==> src/logic/rat_pkg.sv <==
`default_nettype none

package rat_pkg;

	// ==================================================
	// Sizes of the rename map
	// ==================================================

	// Architectural registers seen by the instruction set
	localparam int NUM_AREG = 32;
	// Physical registers in the register file
	localparam int NUM_PREG = 64;
	// Checkpoints held by the alias table
	localparam int NUM_CKPT = 4;
	// One write port per instruction in a rename group
	localparam int WPORTS = 2;
	// Two source reads per instruction
	localparam int RPORTS = 4;
	// Entries in each bank and in the LVT
	localparam int RAT_DEPTH = NUM_CKPT * NUM_AREG;

	// ==================================================
	// Types
	// ==================================================

	typedef logic [$clog2(NUM_AREG)-1:0] aregno_t;
	typedef logic [$clog2(NUM_PREG)-1:0] pregno_t;
	typedef logic [$clog2(NUM_CKPT)-1:0] ckpt_ndx_t;
	// Checkpoint index in the upper bits, register number below it
	typedef logic [$clog2(RAT_DEPTH)-1:0] rat_addr_t;
	// Names the bank that holds the newest value of an entry
	typedef logic [$clog2(WPORTS)-1:0] lvt_sel_t;

	// Sweep at reset, idle, or copy of one checkpoint into the next
	typedef enum logic [1:0] {CK_SWEEP, CK_IDLE, CK_COPY} ckpt_state_t;

endpackage

`default_nettype wire

==> src/logic/checkpoint_ctrl.sv <==
`timescale 1ns/100ps
`default_nettype none

module checkpoint_ctrl (
	input  logic clk,
	input  logic rst,
	input  logic ckpt_save,
	input  logic ckpt_restore,
	input  rat_pkg::ckpt_ndx_t ckpt_restore_id,
	output logic busy,
	output rat_pkg::ckpt_ndx_t ckpt_cur,
	output logic sweep_active,
	output logic sweep_copy,
	output rat_pkg::aregno_t sweep_areg,
	output rat_pkg::ckpt_ndx_t sweep_dst_ckpt
);

	import rat_pkg::*;

	ckpt_state_t state;
	// Register being written by the sweep
	aregno_t cnt;
	// Set on the final register of a sweep
	logic last_reg;
	// Checkpoint that follows the current one, wrapping at the end
	ckpt_ndx_t ckpt_next;

	assign last_reg = (cnt == aregno_t'(NUM_AREG - 1));
	assign ckpt_next = ckpt_cur + ckpt_ndx_t'(1);

	// ==================================================
	// State machine
	// ==================================================

	// Reset starts the identity sweep into checkpoint 0
	// A restore while idle takes effect at the next edge and wins over a save
	// A save starts a copy that walks every register once
	always_ff @(posedge clk) begin
		if (rst) begin
			state <= CK_SWEEP;
			cnt <= '0;
			ckpt_cur <= '0;
		end
		else begin
			case (state)
				CK_SWEEP: begin
					cnt <= cnt + aregno_t'(1);
					if (last_reg)
						state <= CK_IDLE;
				end
				CK_IDLE: begin
					cnt <= '0;
					if (ckpt_restore)
						ckpt_cur <= ckpt_restore_id;
					else if (ckpt_save)
						state <= CK_COPY;
				end
				CK_COPY: begin
					cnt <= cnt + aregno_t'(1);
					// The copy is complete, so the new checkpoint becomes current
					if (last_reg) begin
						ckpt_cur <= ckpt_next;
						state <= CK_IDLE;
					end
				end
				default: begin
					state <= CK_IDLE;
				end
			endcase
		end
	end

	// ==================================================
	// Sweep outputs
	// ==================================================

	// Any state other than idle owns the table ports
	assign sweep_active = (state != CK_IDLE);
	assign busy = sweep_active;

	// The copy writes read data, the reset sweep writes identity values
	assign sweep_copy = (state == CK_COPY);
	assign sweep_areg = cnt;

	// Reset fills checkpoint 0 and a save fills the next checkpoint
	assign sweep_dst_ckpt = sweep_copy ? ckpt_next : ckpt_ndx_t'(0);

endmodule

`default_nettype wire

==> config.mk <==
export PLATFORM = sky130hd
export DESIGN_NAME = checkpoint_ctrl
export DESIGN_NICKNAME = d
export VERILOG_FILES = /design/src/logic/rat_pkg.sv /design/src/logic/checkpoint_ctrl.sv
export SDC_FILE = /design/constraint.sdc
export NUM_CORES = 1
export LEC_CHECK = 0
export ABC_AREA = 1
export BUFFER_PORTS_ARGS = -buffer_cell sky130_fd_sc_hd__buf_2
export CORE_AREA = 2 2 49 51
export DETAILED_ROUTE_END_ITERATION = 12
export DIE_AREA = 0 0 51 53
export PLACE_DENSITY = 0.48
export RECOVER_POWER = 100
export SLEW_MARGIN = 20
export SYNTH_ARGS = -nofsm -noshare
export SYNTH_HDL_FRONTEND = slang
export SYNTH_SLANG_ARGS = --single-unit
==> constraint.sdc <==
create_clock -name clk -period 1.86 [get_ports clk]
set_input_delay 0.372 -clock clk [delete_from_list [all_inputs] [get_ports clk]]
set_output_delay 0.372 -clock clk [all_outputs]
set_load 0.02 [all_outputs]
# After elaboration in Yosys (flattened, before gate mapping)
# Cells that the tools add are included.
[totals]
register_bits = 9
output_inout_bits = 12
in_bits = 6
elab_cells = 29
[op_classes]
mux = 9
n_eq_ne = 9
n_reduce_logical = 6
add_sub_neg = 2
[op_table]
columns = ["operator", "count"]
rows = [
  ["2-bit 2-to-1 mux", 6],
  ["5-bit case mux with 2 select lines", 1],
  ["2-bit case mux with 2 select lines", 2],
  ["2-bit by 1-bit inequality test with 1-bit output (second input constant)", 3],
  ["2-bit inequality test (second input constant)", 3],
  ["3-bit AND reduction", 2],
  ["5-bit by 1-bit adder with 5-bit output (second input constant)", 1],
  ["5-bit == test (second input constant)", 1],
  ["2-bit nonzero test", 2],
  ["2-bit by 1-bit adder with 2-bit output (second input constant)", 1],
  ["2-bit by 1-bit == test with 1-bit output (second input constant)", 1],
  ["2-bit == test (second input constant)", 1],
  ["2-bit logical NOT", 1],
  ["2-bit OR reduction", 1],
]

# Logic depth before layout (Yosys ltp)
[logic_depth]
depth_word = 4
ltp_mapped = 9

# Worst setup path after synthesis
# Ideal clock, no wire load.
[synth_timing]
path_kind = "register to register"
start = "register cnt[1] (netlist: sweep_areg[1])"
end = "register ckpt_cur[1]"
required_time_ps = 1749
path_stages_with_launch = 10
slack_ps = 432
period_less_slack_ps = 1428
t_arrival_ps = 1316
path_buffers = 0
path_cell_list = "dfxtp_1 -> ha_1 -> nand2_1 -> nor2_1 -> ha_1 -> nand3_1 -> nand2_1 -> inv_1 -> nor2_1 -> nor2_1"
[synth_between]
elab_chain_cells = 3
[synth_rtl]
columns = ["item", "line", "source"]
rows = [
  ["start, declared", "checkpoint_ctrl.sv:22", "aregno_t cnt;"],
  ["start signal, assigned", "checkpoint_ctrl.sv:47", "cnt <= cnt + aregno_t'(1);"],
  ["start signal, assigned", "checkpoint_ctrl.sv:59", "cnt <= cnt + aregno_t'(1);"],
  ["5-bit == test", "checkpoint_ctrl.sv:28", "assign last_reg = (cnt == aregno_t'(NUM_AREG - 1));"],
  ["2-bit by 1-bit inequality test with 1-bit output (no source line)", "--", ""],
  ["3-bit AND reduction (no source line)", "--", ""],
  ["end signal, assigned", "checkpoint_ctrl.sv:54", "ckpt_cur <= ckpt_restore_id;"],
  ["end signal, assigned", "checkpoint_ctrl.sv:62", "ckpt_cur <= ckpt_next;"],
  ["end, declared", "checkpoint_ctrl.sv:11", "output rat_pkg::ckpt_ndx_t ckpt_cur,"],
]
# Every way passes these cells.
# A chain may end at the register's enable or synchronous reset.

# Final worst setup path
[layout_timing]
start = "register state[1]"
end = "output sweep_active"
[layout_between]
elab_chain_cells = 1
[layout_rtl]
columns = ["item", "line", "source"]
rows = [
  ["start, declared", "checkpoint_ctrl.sv:20", "ckpt_state_t state;"],
  ["start signal, assigned", "checkpoint_ctrl.sv:40", "state <= CK_SWEEP;"],
  ["start signal, assigned", "checkpoint_ctrl.sv:49", "state <= CK_IDLE;"],
  ["start signal, assigned", "checkpoint_ctrl.sv:56", "state <= CK_COPY;"],
  ["2-bit by 1-bit inequality test with 1-bit output", "checkpoint_ctrl.sv:78", "assign sweep_active = (state != CK_IDLE);"],
  ["end, declared", "checkpoint_ctrl.sv:12", "output logic sweep_active,"],
]
# Every way passes these cells.

==> impl_results.md <==
- Count of warnings emitted by yosys: 0
- # hold bufs at CTS: 0
- Drt via density: 4.28
- Ys async rst share: 0%
- Post-Syn Nets: 81
- Clk Latency, worst-skew pair: 260 ps
- DP Cell Count: 117
- Final setup vio count: 0
- Final WS setup: 196 ps
- Wire per inst: 9.60 µm
- Synth top area share: 35.2%
- Slew margin rel.: 82.8%
- XOR/XNOR Fraction of Synth Area: 0%
- Row count: 17
- Initial Utilization: 23.8%
- Critical Setup Path Class: reg -> out
- Crit end category: primary output
- Flops & latches, synth: 9
- GRT overflow: 0
- # resized after CTS: 0
- Post-synthesis mux area share: 0%
- CP max-delay cell: dfxtp_1
- Final ANT Viol Nets: 0
- Top cells by area, synth: dfxtp_1 35%, nand2_1 12%, inv_1 8.1%
- GR Layer Usage met1: 10.4%
- Synth Area in Compound Gates: 9.78%
- Pleak: 0.306 nW
- Global-route wire length before repair: 1.89 mm
- Port buffer count: 17
- Psw: 94.8 µW
- Status: finished, final reports clean
- Clk pwr share: 38.4%
- # DRC: 0
- Hold Fails Final Rpt: 0
- Area grow syn2layout: 22.0%
- Layout cell share with drive strength beyond 1: 17.2%
- Global-route track usage on met3: 5.93%
- H-tree Lvls: 1
- Max Fclk: 601 MHz
- Max Cap Violations: 0
- Layout Cells excl Fill: 121
- Nets@finish: 102
- GR Util All Layers: 9.71%
- Crit Reg-Reg Startpoint: sweep_areg[0]$_SDFFE_PP0P_
- Die Ht: 53 µm
- CP peak stage delay: 460 ps
- Number of global-route vias before repair: 465
- Number of synthesized flops with an enable pin: 0
- CTS Sinks: 9
- Register share of total power: 52.4%
- Via count: 518
- Final instance area: 624 µm²
- Cells along the critical path: inv_1 -> nand2_1 -> clkbuf_1
- Most frequent cell after synthesis: nand2_1
- Worst hold path type: in -> reg
- Synth Area in Adders: 4.89%
- Sw Ratio: 24.4%
- Post-Synth Simple-Gate Area: 36.9%
- Combinational family with the most area after synthesis: simple AND/OR/NAND/NOR gates
- Combinational power share: 9.3%
- Crit path DAT: 1290 ps
- Crit path time final: 1660 ps
- Mapped Cells: 73
- Layer with the highest usage: met2
- Register area share after synthesis: 35.2%
- Crit Path Max Fanout: 7
- Slew @ Worst Pin: 258 ps
- Num ports: 18
- Cts bufs inserted: 3
- Largest net degree at the start of global routing: 9
- Antenna diode count: 0
- Starting DRT DRC Count: 4
- Fin. max-slew vios: 0
- Internal power: 294 µW
- Setup TNS Final: 0 ps
- Critical Path Start Type: register
- Family with the most delay on the worst path: flip-flops
- VDD IR-drop max: 459 µV
- P per Cell Area: 623 mW/mm²
- Final GP Congestion: 0.774
- Avg Cell Area, Syn: 7.01 µm²
- Final Cycle Share: 89.5%
- Core box area: 0.00215 mm²
- Cell taking the most area after synthesis: dfxtp_1
- Skew final: 9.46 ps
- Final Core Density: 29.1%
- CP Launch Point: state[1]$_SDFFE_PP0P_
- Root buffer cell: clkbuf_4
- Initial antenna violation count: 0
- Reg clk slew, reported paths: 60 ps
- Cell variety after synth: 23
- Most common library cells after synthesis: 17 x nand2_1, 11 x inv_1, 9 x dfxtp_1
- Max clock buf depth: 2
- Worst Path Buf+Inv: 2
- Synthesized area: 512 µm²
- CTS tree: yes
- Grt met2 use: 15.8%
- Post-Route WL: 1.16 mm
- Placed Area: 621 µm²
- Primary FF master, synth: dfxtp_1
- DIE AREA: 0.00270 mm²
- RSZ-0062 raised after global routing: false
- Min-delay src: rst
- Drt first pass iters: 4
- Post-CTS setup buffers: 0
- Pre-CTS WS: 453 ps
- Die width: 51 µm
- Post-DP HPWL: 908 µm
- Crit path required time: 1490 ps
==> cell families after synthesis <==
group,Yosys count
AND/OR/NAND/NOR,39
buffers and inverters,15
flip-flops,9
AO/OA/AOI/OAI,8
adder cells (fa/ha/maj),2
==> worst paths after layout <==
check / depth (start not counted) / end / slack (ps)
worst max-delay path: 3 / sweep_active / 200
worst min-delay path: 2 / sweep_areg[4]$_SDFFE_PP0P_ / 350
worst max register to register: 7 / state[1]$_SDFFE_PP0P_ / 460
worst min register to register: 2 / sweep_areg[4]$_SDFFE_PP0P_ / 510
==> placed cells by master, fill, tap and decap left out, drive strengths merged, types with 2 or more instances in the layout <==
cell type | Yosys | layout
nand2 | 19 | 19
inv | 13 | 13
clkbuf | 0 | 13
dfxtp | 9 | 9
buf | 2 | 9
nand3 | 8 | 8
nor2 | 7 | 7
a21oi | 4 | 4
o21ai | 3 | 3
nor3 | 2 | 2
ha | 2 | 2
==> state kept, by name, summed over array words and instances (netlist names) <==
name	flops
ckpt_cur	2
state	2
sweep_areg	5
==> area by class of cell <==
| type | count | area [µm²] |
|---|---|---|
| clock buffers | 4 | 26.3 |
| multi-input cells | 49 | 253 |
| fillers | 243 | 1520 |
| repair buffers | 18 | 81.3 |
| flip-flops and latches | 9 | 180 |
| well taps | 28 | 35.0 |
| inverters | 13 | 48.8 |
==> worst reg2reg max path, cell delays in order, from the launching register on <==
cell and delay, ps:
dfxtp_1 330, ha_1 230, nand2_1 70, nor2_1 40, ha_1 180, or2_0 230, o21ai_0 170, nor2b_1 60
==> power groups by stage <==
stage | clock network (mW) | registers, mW | logic [mW]
finish | 0.149 | 0.204 | 0.0360
floorplan | 0 | 0.214 | 0.0152
global route | 0.165 | 0.205 | 0.0411
global placement | 0 | 0.208 | 0.0381
detailed placement | 0 | 0.208 | 0.0381
CTS | 0.157 | 0.204 | 0.0385
==> routing by layer <==
metal / wire, µm / vias to the layer above
met5: 0 / -
met4: 13 / 0
met3: 101 / 2
met2: 487 / 19
met1: 559 / 224
li1: - / 273
==> metrics by stage <==
stage,power [mW],hold WS (ps)
2_1_floorplan,0.230,434
3_3_place_gp,0.246,500
3_5_place_dp,0.246,509
4_1_cts,0.399,346
5_1_grt,0.412,355
6_report,0.389,352
Note: power is estimated with default switching activity, not from simulation.
