--- src/logic/rat_pkg.sv ---
`default_nettype none

package rat_pkg;

	// ==================================================
	// Sizes of the rename map
	// ==================================================

	// Architectural registers seen by the instruction set
	localparam int NUM_AREG = 32;
	// Physical registers in the register file
	localparam int NUM_PREG = 64;
	// Checkpoints held by the alias table
	localparam int NUM_CKPT = 4;
	// One write port per instruction in a rename group
	localparam int WPORTS = 2;
	// Two source reads per instruction
	localparam int RPORTS = 4;
	// Entries in each bank and in the LVT
	localparam int RAT_DEPTH = NUM_CKPT * NUM_AREG;

	// ==================================================
	// Types
	// ==================================================

	typedef logic [$clog2(NUM_AREG)-1:0] aregno_t;
	typedef logic [$clog2(NUM_PREG)-1:0] pregno_t;
	typedef logic [$clog2(NUM_CKPT)-1:0] ckpt_ndx_t;
	// Checkpoint index in the upper bits, register number below it
	typedef logic [$clog2(RAT_DEPTH)-1:0] rat_addr_t;
	// Names the bank that holds the newest value of an entry
	typedef logic [$clog2(WPORTS)-1:0] lvt_sel_t;

	// Sweep at reset, idle, or copy of one checkpoint into the next
	typedef enum logic [1:0] {CK_SWEEP, CK_IDLE, CK_COPY} ckpt_state_t;

endpackage

`default_nettype wire

--- src/logic/rename_port.sv ---
`timescale 1ns/100ps
`default_nettype none

module rename_port (
	input  logic ren_valid,
	input  rat_pkg::aregno_t ren_src_a0,
	input  rat_pkg::aregno_t ren_src_b0,
	input  rat_pkg::aregno_t ren_src_a1,
	input  rat_pkg::aregno_t ren_src_b1,
	input  rat_pkg::aregno_t ren_dst0,
	input  rat_pkg::aregno_t ren_dst1,
	input  logic ren_has_dst0,
	input  logic ren_has_dst1,
	output logic ren_accept,
	output rat_pkg::pregno_t ren_psrc_a0,
	output rat_pkg::pregno_t ren_psrc_b0,
	output rat_pkg::pregno_t ren_psrc_a1,
	output rat_pkg::pregno_t ren_psrc_b1,
	output rat_pkg::pregno_t ren_pdst0,
	output rat_pkg::pregno_t ren_pdst1,
	input  rat_pkg::ckpt_ndx_t ckpt_cur,
	input  logic sweep_active,
	input  logic sweep_copy,
	input  rat_pkg::aregno_t sweep_areg,
	input  rat_pkg::ckpt_ndx_t sweep_dst_ckpt,
	input  rat_pkg::pregno_t alloc_preg0,
	input  rat_pkg::pregno_t alloc_preg1,
	input  logic [$clog2(rat_pkg::NUM_PREG):0] avail,
	output logic [1:0] alloc_cnt,
	output logic [rat_pkg::WPORTS-1:0] wr,
	output rat_pkg::ckpt_ndx_t wr_ckpt,
	output rat_pkg::aregno_t [rat_pkg::WPORTS-1:0] wa,
	output rat_pkg::pregno_t [rat_pkg::WPORTS-1:0] wdata,
	output rat_pkg::rat_addr_t [rat_pkg::RPORTS-1:0] ra,
	output logic [rat_pkg::RPORTS-1:0][rat_pkg::WPORTS-1:0] byp_mask,
	input  rat_pkg::pregno_t [rat_pkg::RPORTS-1:0] rdata
);

	import rat_pkg::*;

	// Destinations the group needs from the free list
	logic [1:0] need_cnt;

	assign need_cnt = 2'(ren_has_dst0) + 2'(ren_has_dst1);

	// A group goes through only when the table is free and enough registers wait
	assign ren_accept = ren_valid && !sweep_active && (avail >= 7'(need_cnt));
	assign alloc_cnt = ren_accept ? need_cnt : 2'd0;

	// The first writer takes the head entry of the free list
	assign ren_pdst0 = alloc_preg0;
	assign ren_pdst1 = ren_has_dst0 ? alloc_preg1 : alloc_preg0;

	assign ren_psrc_a0 = rdata[0];
	assign ren_psrc_b0 = rdata[1];
	assign ren_psrc_a1 = rdata[2];
	assign ren_psrc_b1 = rdata[3];

	// Only the sources of instruction 1 look at write port 0
	assign byp_mask = {2'b01, 2'b01, 2'b00, 2'b00};

	// Table port steering
	always_comb begin
		ra[0] = {ckpt_cur, ren_src_a0};
		ra[1] = {ckpt_cur, ren_src_b0};
		ra[2] = {ckpt_cur, ren_src_a1};
		ra[3] = {ckpt_cur, ren_src_b1};
		wr = {ren_accept && ren_has_dst1, ren_accept && ren_has_dst0};
		wr_ckpt = ckpt_cur;
		wa = {ren_dst1, ren_dst0};
		wdata = {ren_pdst1, ren_pdst0};
		// The sweep borrows read port 0 and write port 0
		if (sweep_active) begin
			ra[0] = {ckpt_cur, sweep_areg};
			wr = 2'b01;
			wr_ckpt = sweep_dst_ckpt;
			wa[0] = sweep_areg;
			wdata[0] = sweep_copy ? rdata[0] : pregno_t'(sweep_areg);
		end
	end

endmodule

`default_nettype wire

--- config.mk ---
export PLATFORM = sky130hd
export DESIGN_NAME = rename_port
export DESIGN_NICKNAME = d
export VERILOG_FILES = /design/src/logic/rat_pkg.sv /design/src/logic/rename_port.sv
export SDC_FILE = /design/constraint.sdc
export NUM_CORES = 1
export LEC_CHECK = 0
export BUFFER_PORTS_ARGS = -buffer_cell sky130_fd_sc_hd__buf_2
export CORE_AREA = 2 2 72 74
export DETAILED_ROUTE_END_ITERATION = 10
export DIE_AREA = 0 0 74 76
export GPL_TIMING_DRIVEN = 0
export PLACE_DENSITY = 0.69
export SYNTH_ARGS = -nofsm -noshare
export SYNTH_HDL_FRONTEND = slang
export SYNTH_SLANG_ARGS = --single-unit
--- constraint.sdc ---
create_clock -name vclk -period 2.39
set_input_delay 0.3585 -clock vclk [all_inputs]
set_output_delay 0.3585 -clock vclk [all_outputs]
set_load 0.1 [all_outputs]
# After elaboration in Yosys (flattened, before gate mapping)
# Cells that the tools add are included.
# Widths: inputs -> output; s select.
# word_totals
ff_bits	0
in_bits	87
elab_cells	15
# classes
add_sub_neg	1
order_cmp	1
n_mux	8
n_reduce_logical	5
# ops
operator	n
$mux 6	3
$mux 5	2
$ge 7x2->1	1
$mux 2	3
$logic_and 1x1->1	4
$add 1x1->2	1
$logic_not 1->1	1

# Logic depth before layout (Yosys ltp)
# Gate-level depths: netlist of run 1.
# depth
word_depth	5
mapped_depth	5
mapped_depth_nobuf	5

# Worst setup path after synthesis of run 1
# Ideal clock, no wire load.
# synth_path
kind	input to output
from	in ren_has_dst0
to	out wdata[11] in the netlist's numbering
arrival_ps	3303
required_time_ps	2032
setup_slack_ps	-1271
path_stages	3
path_cell_list	clkbuf_1 > o21ai_0 > buf_4
# synth_between
elab_chain_len	1
# synth_lines
element	line_no	text
start, declared	rename_port.sv:12	input logic ren_has_dst0,
$mux 6	rename_port.sv:52	assign ren_pdst1 = ren_has_dst0 ? alloc_preg1 : alloc_preg0;
end, declared	rename_port.sv:33	output rat_pkg::pregno_t [rat_pkg::WPORTS-1:0] wdata,
# No other way between the ends.

# Worst setup path in the final report of run 1
# layout_path
from	in ren_has_dst0
to	out alloc_cnt[1]
# layout_between
elab_chain_len	4
# layout_lines
element	line_no	text
$add 1x1->2 (*)	rename_port.sv:44	assign need_cnt = 2'(ren_has_dst0) + 2'(ren_has_dst1);
$ge 7x2->1	rename_port.sv:47	assign ren_accept = ren_valid && !sweep_active && (avail >= 7'(need_cnt));
$logic_and 1x1->1	rename_port.sv:47	
$mux 2 (*)	rename_port.sv:48	assign alloc_cnt = ren_accept ? need_cnt : 2'd0;
end, declared	rename_port.sv:29	output logic [1:0] alloc_cnt,
# Mark *: on every way between the ends. The rest lies on a longest branch, timed or not.

==> impl_results.md, run 1 <==
- Status: completed
- Final-report max-slew violation count: 0
- DRC Markers: 0
- Sequential area share after synthesis: 0
- Chip Height: 76 µm
- Synth Area in Compound Gates: 0.120
- Peak Freq: 435 MHz
- Fill cells: 508
- # hold bufs at CTS: 0
- Share of cells above drive strength 1: 0.781
- Worst Hold Depth: 2
- Die width: 74 µm
- Final core occ: 0.385
- P_leak: 1.19 nW
- Post-synthesis mux area share: 0.128
- Post-synthesis xor/xnor area fraction: 0
- Delay-heaviest family, CP: adder cells
- RSZ-0062 raised after global routing: no
- # port buffers: 141
- Slowest CP cell: ha_1
- Total Die Area: 5620 µm²
- CP cell instances: buf_2, ha_1, ha_1, nand2b_4, a2111oi_4, buf_4, nor2_2, buf_4
- Internal Power: 0.000208 W
- Syn_area_per_cell: 6.74 µm²
- Post-DP HPWL: 3140 µm
- Placed instance area: 1850 µm²
- Largest net degree at the start of global routing: 11
- Hold Path Class: in -> out
- Critical path class: in -> out
- Vias/cell: 3.64
- Comb pwr share: 1.000
- Max rail drop VDD: 0.335 mV
- Critical Path Sink Type: output pin
- P&R area growth vs syn: 88.4%
- Area contributors post-synth: buf_4, mux2_2, mux2i_1, inv_1, o21ai_0
- Top cell type's share of synthesized area: 0.538
- # diodes: 0
- Max_cap viols: 0
- Remaining antenna violation count: 0
- Initial Util: 0.205
- Synth Area in Adders: 0.0374
- First-pass DRT Iterations: 4
- Simple-Gate Fraction of Synth Area: 0.102
- WL/cell: 9.32 µm
- Cell area after synthesis: 1000 µm²
- GRT overflow: 0
- Slew Limit Headroom: 0.614
- # IOs: 188
- Tightest Pin Transition: 579 ps
- Critical Path RT: 2030 ps
- WP buf/inv: 3
- 1st-iter DRT viols: 6
- Cell variety after synth: 20
- Synth area leader: buf_4
- Hold Vio Cnt, Final: 0
- Worst path max stage delay: 310 ps
- First-pass GRT wire length: 5000 µm
- Switching Fraction: 0.808
- Detailed Route WL: 3420 µm
- Hold Path Sink: ren_psrc_a1[0]
- Vias in the first global route: 1194
- Clock power share: 0
- Placeable Area: 4910 µm²
- Pwr/cell area: 572 nW/µm²
- Register Area: 0 µm²
- Cells after Synth: 149
- Worst hold start: rdata[12]
- Fin crit share: 0.962
- Row cnt: 26
- Critical path fanouts, max: 5
- Initial antenna violation count: 0
- Critical Path AT: 1940 ps
- FFs & Latches: 0
- Finished Cell Area: 1890 µm²
- GRT Total Usage: 0.105
- Vias: 1337
- GPL Wtd Cong: 0.704
- Final-stage net count: 389
- Setup violators final: 0
- Fin crit period: 2300 ps
- Register share of total power: 0
- Clk_buf instances: 0
- Multi-input logic area: 459 µm²
- Psw: 0.000874 W
- YS warnings: 0
- Largest family of logic cells by synthesized area: buffers and inverters
- CP Launch Type: input port
## cells by family (layout without fill, tap and decap cells)
group,count (synthesis),in the layout
adders and majority gates,3,3
muxes,12,12
AOI/OAI and AO/OA,19,19
and+or+nand+nor,23,23
buffers and inverters,90,232
other,2,8
## layout by cell type (no fill, tap or decap)
| master | synthesis | layout |
|---|---|---|
| nand2b_4 | 0 | 1 |
| buf_1 | 1 | 1 |
| clkbuf_1 | 4 | 4 |
| mux2_2 | 5 | 5 |
| mux2_1 | 2 | 2 |
| nor2b_2 | 0 | 1 |
| ha_1 | 3 | 3 |
| a2111oi_4 | 1 | 1 |
| o21ai_1 | 4 | 9 |
| o21ai_0 | 8 | 3 |
| mux2i_1 | 5 | 5 |
| nand2_1 | 10 | 10 |
| buf_12 | 0 | 1 |
| nor2b_1 | 2 | 1 |
| nor2_1 | 8 | 5 |
| nor2_2 | 0 | 3 |
| nand3_1 | 1 | 1 |
| o21bai_2 | 0 | 1 |
| a21oi_2 | 0 | 5 |
| buf_2 | 0 | 136 |
| conb_1 | 2 | 8 |
| inv_1 | 13 | 13 |
| or4_4 | 1 | 1 |
| buf_4 | 72 | 77 |
## power by group through the flow
stage	sequential (W)	combinational (W)	clock [W]
after detailed placement	0	0.00108	0
final	0	0.00108	0
after floorplan	0	0.000934	0
after global routing	0	0.00112	0
after CTS	0	0.00108	0
after global placement	0	0.00107	0
## repair_timing
action	in CTS	in global routing
pin swaps	1	0
gates cloned	0	0
resized for setup	1	12
setup endpoints to repair	5	5
buffers inserted	1	0
## cells in the mapped netlist (2+ instances only)
cell and n:
clkbuf_1 4, o21ai_1 4, inv_1 13, a21oi_1 5, mux2_2 5, mux2_1 2, o21ai_0 8, ha_1 3
nand2_1 10, nor2_1 8, conb_1 2, mux2i_1 5, buf_4 72, nor2b_1 2
## layer usage
| layer | GRT usage | vias to the layer above | part of all wire |
|---|---|---|---|
| li1 | - | 687 | - |
| met3 | 0.00397 | 0 | 0.093 |
| met5 | 0 | - | 0 |
| met4 | 0 | 0 | 0 |
| met2 | 0.209 | 92 | 0.53 |
| met1 | 0.127 | 558 | 0.38 |
## how the worst max path moves through the flow
stage | depth (start not counted) | slack [ps] | startpoint | to
after floorplan | 2 | -650 | sweep_active | ra[4]
after global placement | 7 | -140 | ren_has_dst0 | wr[0]
after detailed placement | 7 | -160 | ren_has_dst0 | wr[0]
after CTS | 8 | 2 | ren_has_dst0 | ren_accept
after global routing | 8 | 5 | ren_has_dst0 | wr[0]
final | 8 | 90 | ren_has_dst0 | alloc_cnt[1]
## final cells by class
type	count	share of cell area
inverters	13	0.0258
repair buffers	142	0.390
well taps	70	0.0463
plain buffers	77	0.295
multi-input cells	65	0.243
## stage by stage
step	power (W)	setup slack (ps)	hold slack (ps)	setup TNS, ps	instances
2_1_floorplan	0.000934	-653	929	-2370	155
3_3_place_gp	0.00107	-141	1100	-572	366
3_5_place_dp	0.00108	-162	1100	-707	366
4_1_cts	0.00108	2.34	1100	0	367
5_1_grt	0.00112	4.60	1100	0	367
6_report	0.00108	89.8	1100	0	367
No activity file was read; power rests on OpenSTA's default activity.
==> run 2, diff against run 1 <==
Settings changed: ABC_AREA set to 1, SLEW_MARGIN set to 15.
==> run 2 against run 1 <==
Against the previous run:
- via count up 5.8%
- first-iteration DRC count rose to 4.3 times the previous value
- total power down 0.36%
- critical endpoint is now wr[1]
- highest routed layer is now met4
==> impl_results.md, run 2 <==
- Setup violators final: 0
- Synth area leader: buf_4
- RSZ-0062 raised after global routing: no
- Largest net degree at the start of global routing: 11
- Hold slack final: 1100 ps
- Fill cells: 559
- # hold bufs at CTS: 0
- Fin crit period: 2220 ps
- Register Area: 0 µm²
- Critical Path Sink Type: output pin
- Cell area after synthesis: 1000 µm²
- Initial Util: 0.204
- DRC Markers: 0
- Hold Vio Cnt, Final: 0
- Commonest non-fill, non-tap cell in the layout: buf_2
- CP Launch Type: input port
- WL/cell: 9.11 µm
- Fin crit share: 0.929
- Max rail drop VDD: 0.318 mV
- Critical path class: in -> out
- Final-report max-slew violation count: 0
- Most frequent cells in the layout: buf_2, buf_4, nand2_1, inv_1, o21ai_0
- First-pass GRT wire length: 5120 µm
- TNS Setup: 0 ps
- Delay-heaviest family, CP: adder cells
- Syn_area_per_cell: 5.85 µm²
- GRT overflow: 0
- Pre-CTS WS: 144 ps
- # diodes: 0
- Remaining antenna violation count: 0
- Vias: 1414
- GPL Wtd Cong: 0.697
- Critical path fanouts, max: 5
- Row cnt: 26
- Post-CTS sizing: 0
- Total Die Area: 5620 µm²
- P_leak: 1.25 nW
- Placeable Area: 4910 µm²
- Cells after Synth: 171
- Max_cap viols: 0
- Multi-input logic area: 413 µm²
- Cell variety after synth: 14
- Critical Path RT: 2030 ps
- Placed Cells: 388
- First-pass DRT Iterations: 4
- Critical Path AT: 1860 ps
- Vias/cell: 3.64
- Synth top cells by count: buf_4, nand2_1, o21ai_0, inv_1, nor2_1
- Top cell type's share of synthesized area: 0.548
- # port buffers: 141
- Pwr/cell area: 585 nW/µm²
- Chip Height: 76 µm
- Slowest CP cell: buf_2
- Status: completed
- Share of cells above drive strength 1: 0.714
- Non-filler cells, final: 388
- Post-CTS Setup Bufs: 0
- Initial antenna violation count: 0
- Clk_buf instances: 0
- Area contributors post-synth: buf_4, nand2_1, o21ai_0, inv_1, ha_1
- Most numerous cell in the Yosys netlist: buf_4
- Die width: 74 µm
- Post-DP HPWL: 3260 µm
- Detailed Route WL: 3530 µm
- Peak Freq: 450 MHz
- Final worst slack: 170 ps
- GRT Total Usage: 0.110
- Worst path max stage delay: 420 ps
- YS warnings: 0
- WP buf/inv: 2
- FFs & Latches: 0
- # IOs: 188
- P&R area growth vs syn: 84.2%
- Tot Pwr: 0.00108 W
- Hold Path Class: in -> out
- Sequential area share after synthesis: 0
- Final-stage net count: 410
- Vias in the first global route: 1200
- CP cell instances: buf_2, ha_1, ha_1, o21ai_0, nand2_1, nand2_2, nor2_2, buf_2
- 1st-iter DRT viols: 26
==> run 2: changes by cell type after synthesis, sizes merged, moves of 3 or more <==
cell / before / now
buf: 73 / 76
o21ai: 12 / 18
a21oi: 5 / 0
clkbuf: 4 / 0
mux2: 7 / 0
mux2i: 5 / 0
nand2: 10 / 47
==> run 2: metrics by stage <==
stage,cell area [µm²],utilization
CTS,1840,0.375
global placement,1840,0.375
global route,1840,0.375
floorplan,1050,-
detailed placement,1840,0.375
finish,1840,0.375
==> run 2: cell families (layout without fill, tap and decap cells) <==
logic type,count (synthesis),after routing,share of synthesized area
AOI/OAI and AO/OA,18,18,0.0901
adders and majority gates,3,3,0.0376
buffers and inverters,91,232,0.636
other,2,8,0.00751
and+or+nand+nor,57,57,0.229
==> run 2: final cells by class <==
class,instances,share of cell area
Inverter,15,0.0306
Tap cell,70,0.0476
Buffer,76,0.315
Timing Repair Buffer,141,0.383
Multi-Input combinational cell,86,0.224
==> run 2: worst paths after layout <==
kind / start / endpoint / slack, ps / cells past startpoint
setup / recovery: ren_has_dst0 / wr[1] / 170 / 8
hold / removal: rdata[19] / ren_psrc_b1[1] / 1100 / 2
==> run 2: report_power, final <==
group          total, W  leakage, nW  internal (W)  switching [W]
logic           0.00108         1.25      0.000196       0.000882
clock network         0            0             0              0
registers             0            0             0              0
==> run 2: routing by layer <==
metal | global-route usage | vias to the layer above | routed length [µm]
met5 | 0 | - | 0
met4 | 0.00545 | 0 | 12
met3 | 0.00926 | 2 | 389
met2 | 0.223 | 110 | 1790
met1 | 0.124 | 564 | 1340
li1 | - | 738 | -
==> run 3, diff against run 2 <==
Settings changed: ABC_AREA 1 to not set, PLACE_DENSITY 0.69 to not set, PLACE_DENSITY_LB_ADDON set to 0.3.
==> run 3 against run 2 <==
Against the previous run:
- hold slack lost 2.7 ps
- cell count is 5.4% lower
- fmax down 4.0%
- critical path type unchanged
- critical endpoint is now wr[0]
- largest cell class unchanged
==> impl_results.md, run 3 (synthesis results as in run 1) <==
- Status: completed
- First-pass GRT wire length: 5260 µm
- Initial antenna violation count: 0
- Critical Path AT: 1950 ps
- Hold Vio Cnt, Final: 0
- Clk_buf instances: 0
- Pre-CTS WS: -160 ps
- Chip Height: 76 µm
- Critical Path RT: 2030 ps
- GRT Total Usage: 0.115
- Vias/cell: 3.65
- 1st-iter DRT viols: 24
- Fill cells: 529
- Setup violators final: 0
- Largest net degree at the start of global routing: 11
- Detailed Route WL: 3680 µm
- CP Launch Type: input port
- First-pass DRT Iterations: 4
- Worst path max stage delay: 310 ps
- Placeable Area: 4910 µm²
- Final worst slack: 77.2 ps
- GPL Wtd Cong: 0.694
- Tot Pwr: 0.00108 W
- Critical path fanouts, max: 5
- Hold Path Class: in -> out
- Hold slack final: 1100 ps
- # diodes: 0
- Vias: 1340
- # hold bufs at CTS: 0
- Critical Path Sink Type: output pin
- # port buffers: 141
- Row cnt: 26
- Total Die Area: 5620 µm²
- Most frequent cells in the layout: buf_2, buf_4, inv_1, nand2_1, o21ai_1
- Fin crit period: 2310 ps
- P_leak: 1.18 nW
- Fin crit share: 0.968
- Final-report max-slew violation count: 0
- Critical path class: in -> out
- RSZ-0062 raised after global routing: no
- Register Area: 0 µm²
- Vias in the first global route: 1126
- Commonest non-fill, non-tap cell in the layout: buf_2
- Crit-path most repeated cell: ha_1
- Remaining antenna violation count: 0
- Delay-heaviest family, CP: adder cells
- CP cell instances: buf_2, ha_1, ha_1, nand2b_1, a2111oi_4, buf_4, o21bai_2, buf_6
- # IOs: 188
- Initial Util: 0.205
- Peak Freq: 432 MHz
- FFs & Latches: 0
- Max rail drop VDD: 0.303 mV
- DRC Markers: 0
- Final-stage net count: 389
- WP buf/inv: 3
- Share of cells above drive strength 1: 0.778
- Slowest CP cell: ha_1
- Pwr/cell area: 571 nW/µm²
- Die width: 74 µm
- WL/cell: 10.0 µm
- Tightest Pin Transition: 676 ps
- Max_cap viols: 0
- GRT overflow: 0
- Post-DP HPWL: 3320 µm
- Slew Limit Headroom: 0.550
- P&R area growth vs syn: 88.3%
[run 3: changes by cell type in the layout (fill, tap and decap cells not counted), moves of 2 or more]
cell	previous run	this run
nand2_1	46	10
o21ai_0	12	3
o21ai_1	1	9
buf_2	142	136
a21oi_2	0	5
mux2_2	0	5
mux2i_1	0	5
o21ai_2	5	0
buf_6	1	5
clkbuf_1	0	4
inv_1	15	13
mux2_1	0	2
nor2_1	3	5
[run 3: stage by stage]
| stage | setup TNS [ps] | area, µm² | instances | util |
|---|---|---|---|---|
| after floorplan | -2370 | 1060 | 155 | - |
| after global placement | -627 | 1850 | 366 | 0.377 |
| after detailed placement | -779 | 1850 | 366 | 0.377 |
| after CTS | 0 | 1870 | 367 | 0.380 |
| after global routing | 0 | 1890 | 367 | 0.385 |
| final | 0 | 1890 | 367 | 0.385 |
[run 3: final cells by class]
class	instances	area [µm²]	share of cell area
inverter	13	48.8	0.0258
tap	70	87.6	0.0463
buffer	77	559	0.296
timing repair buffer	142	744	0.394
multi-input combinational	65	452	0.239
[run 3: report_power, final]
group          internal, W  switching, W
registers                0             0
logic             0.000205      0.000876
clock network            0             0
[run 3: routing by layer]
layer  global-route usage  up-vias  share of wire  wire length, µm
met5                    0        -              0                0
met4                    0        0              0                0
met3               0.0119        0           0.11              397
met2                0.226       94           0.51             1870
met1                0.137      562           0.38             1410
li1                     -      684              -                -
[run 3: timing repair]
item | CTS | global route
pin swaps | 1 | 0
hold endpoints to repair | 0 | 0
setup endpoints to repair | 5 | 5
resized for setup | 2 | 11
buffers inserted | 1 | 0
[run 3: path summary, 6_finish.rpt]
check  cells past startpoint     to         start
max                        8  wr[0]  ren_has_dst0
min                        4  wr[1]  ren_has_dst1
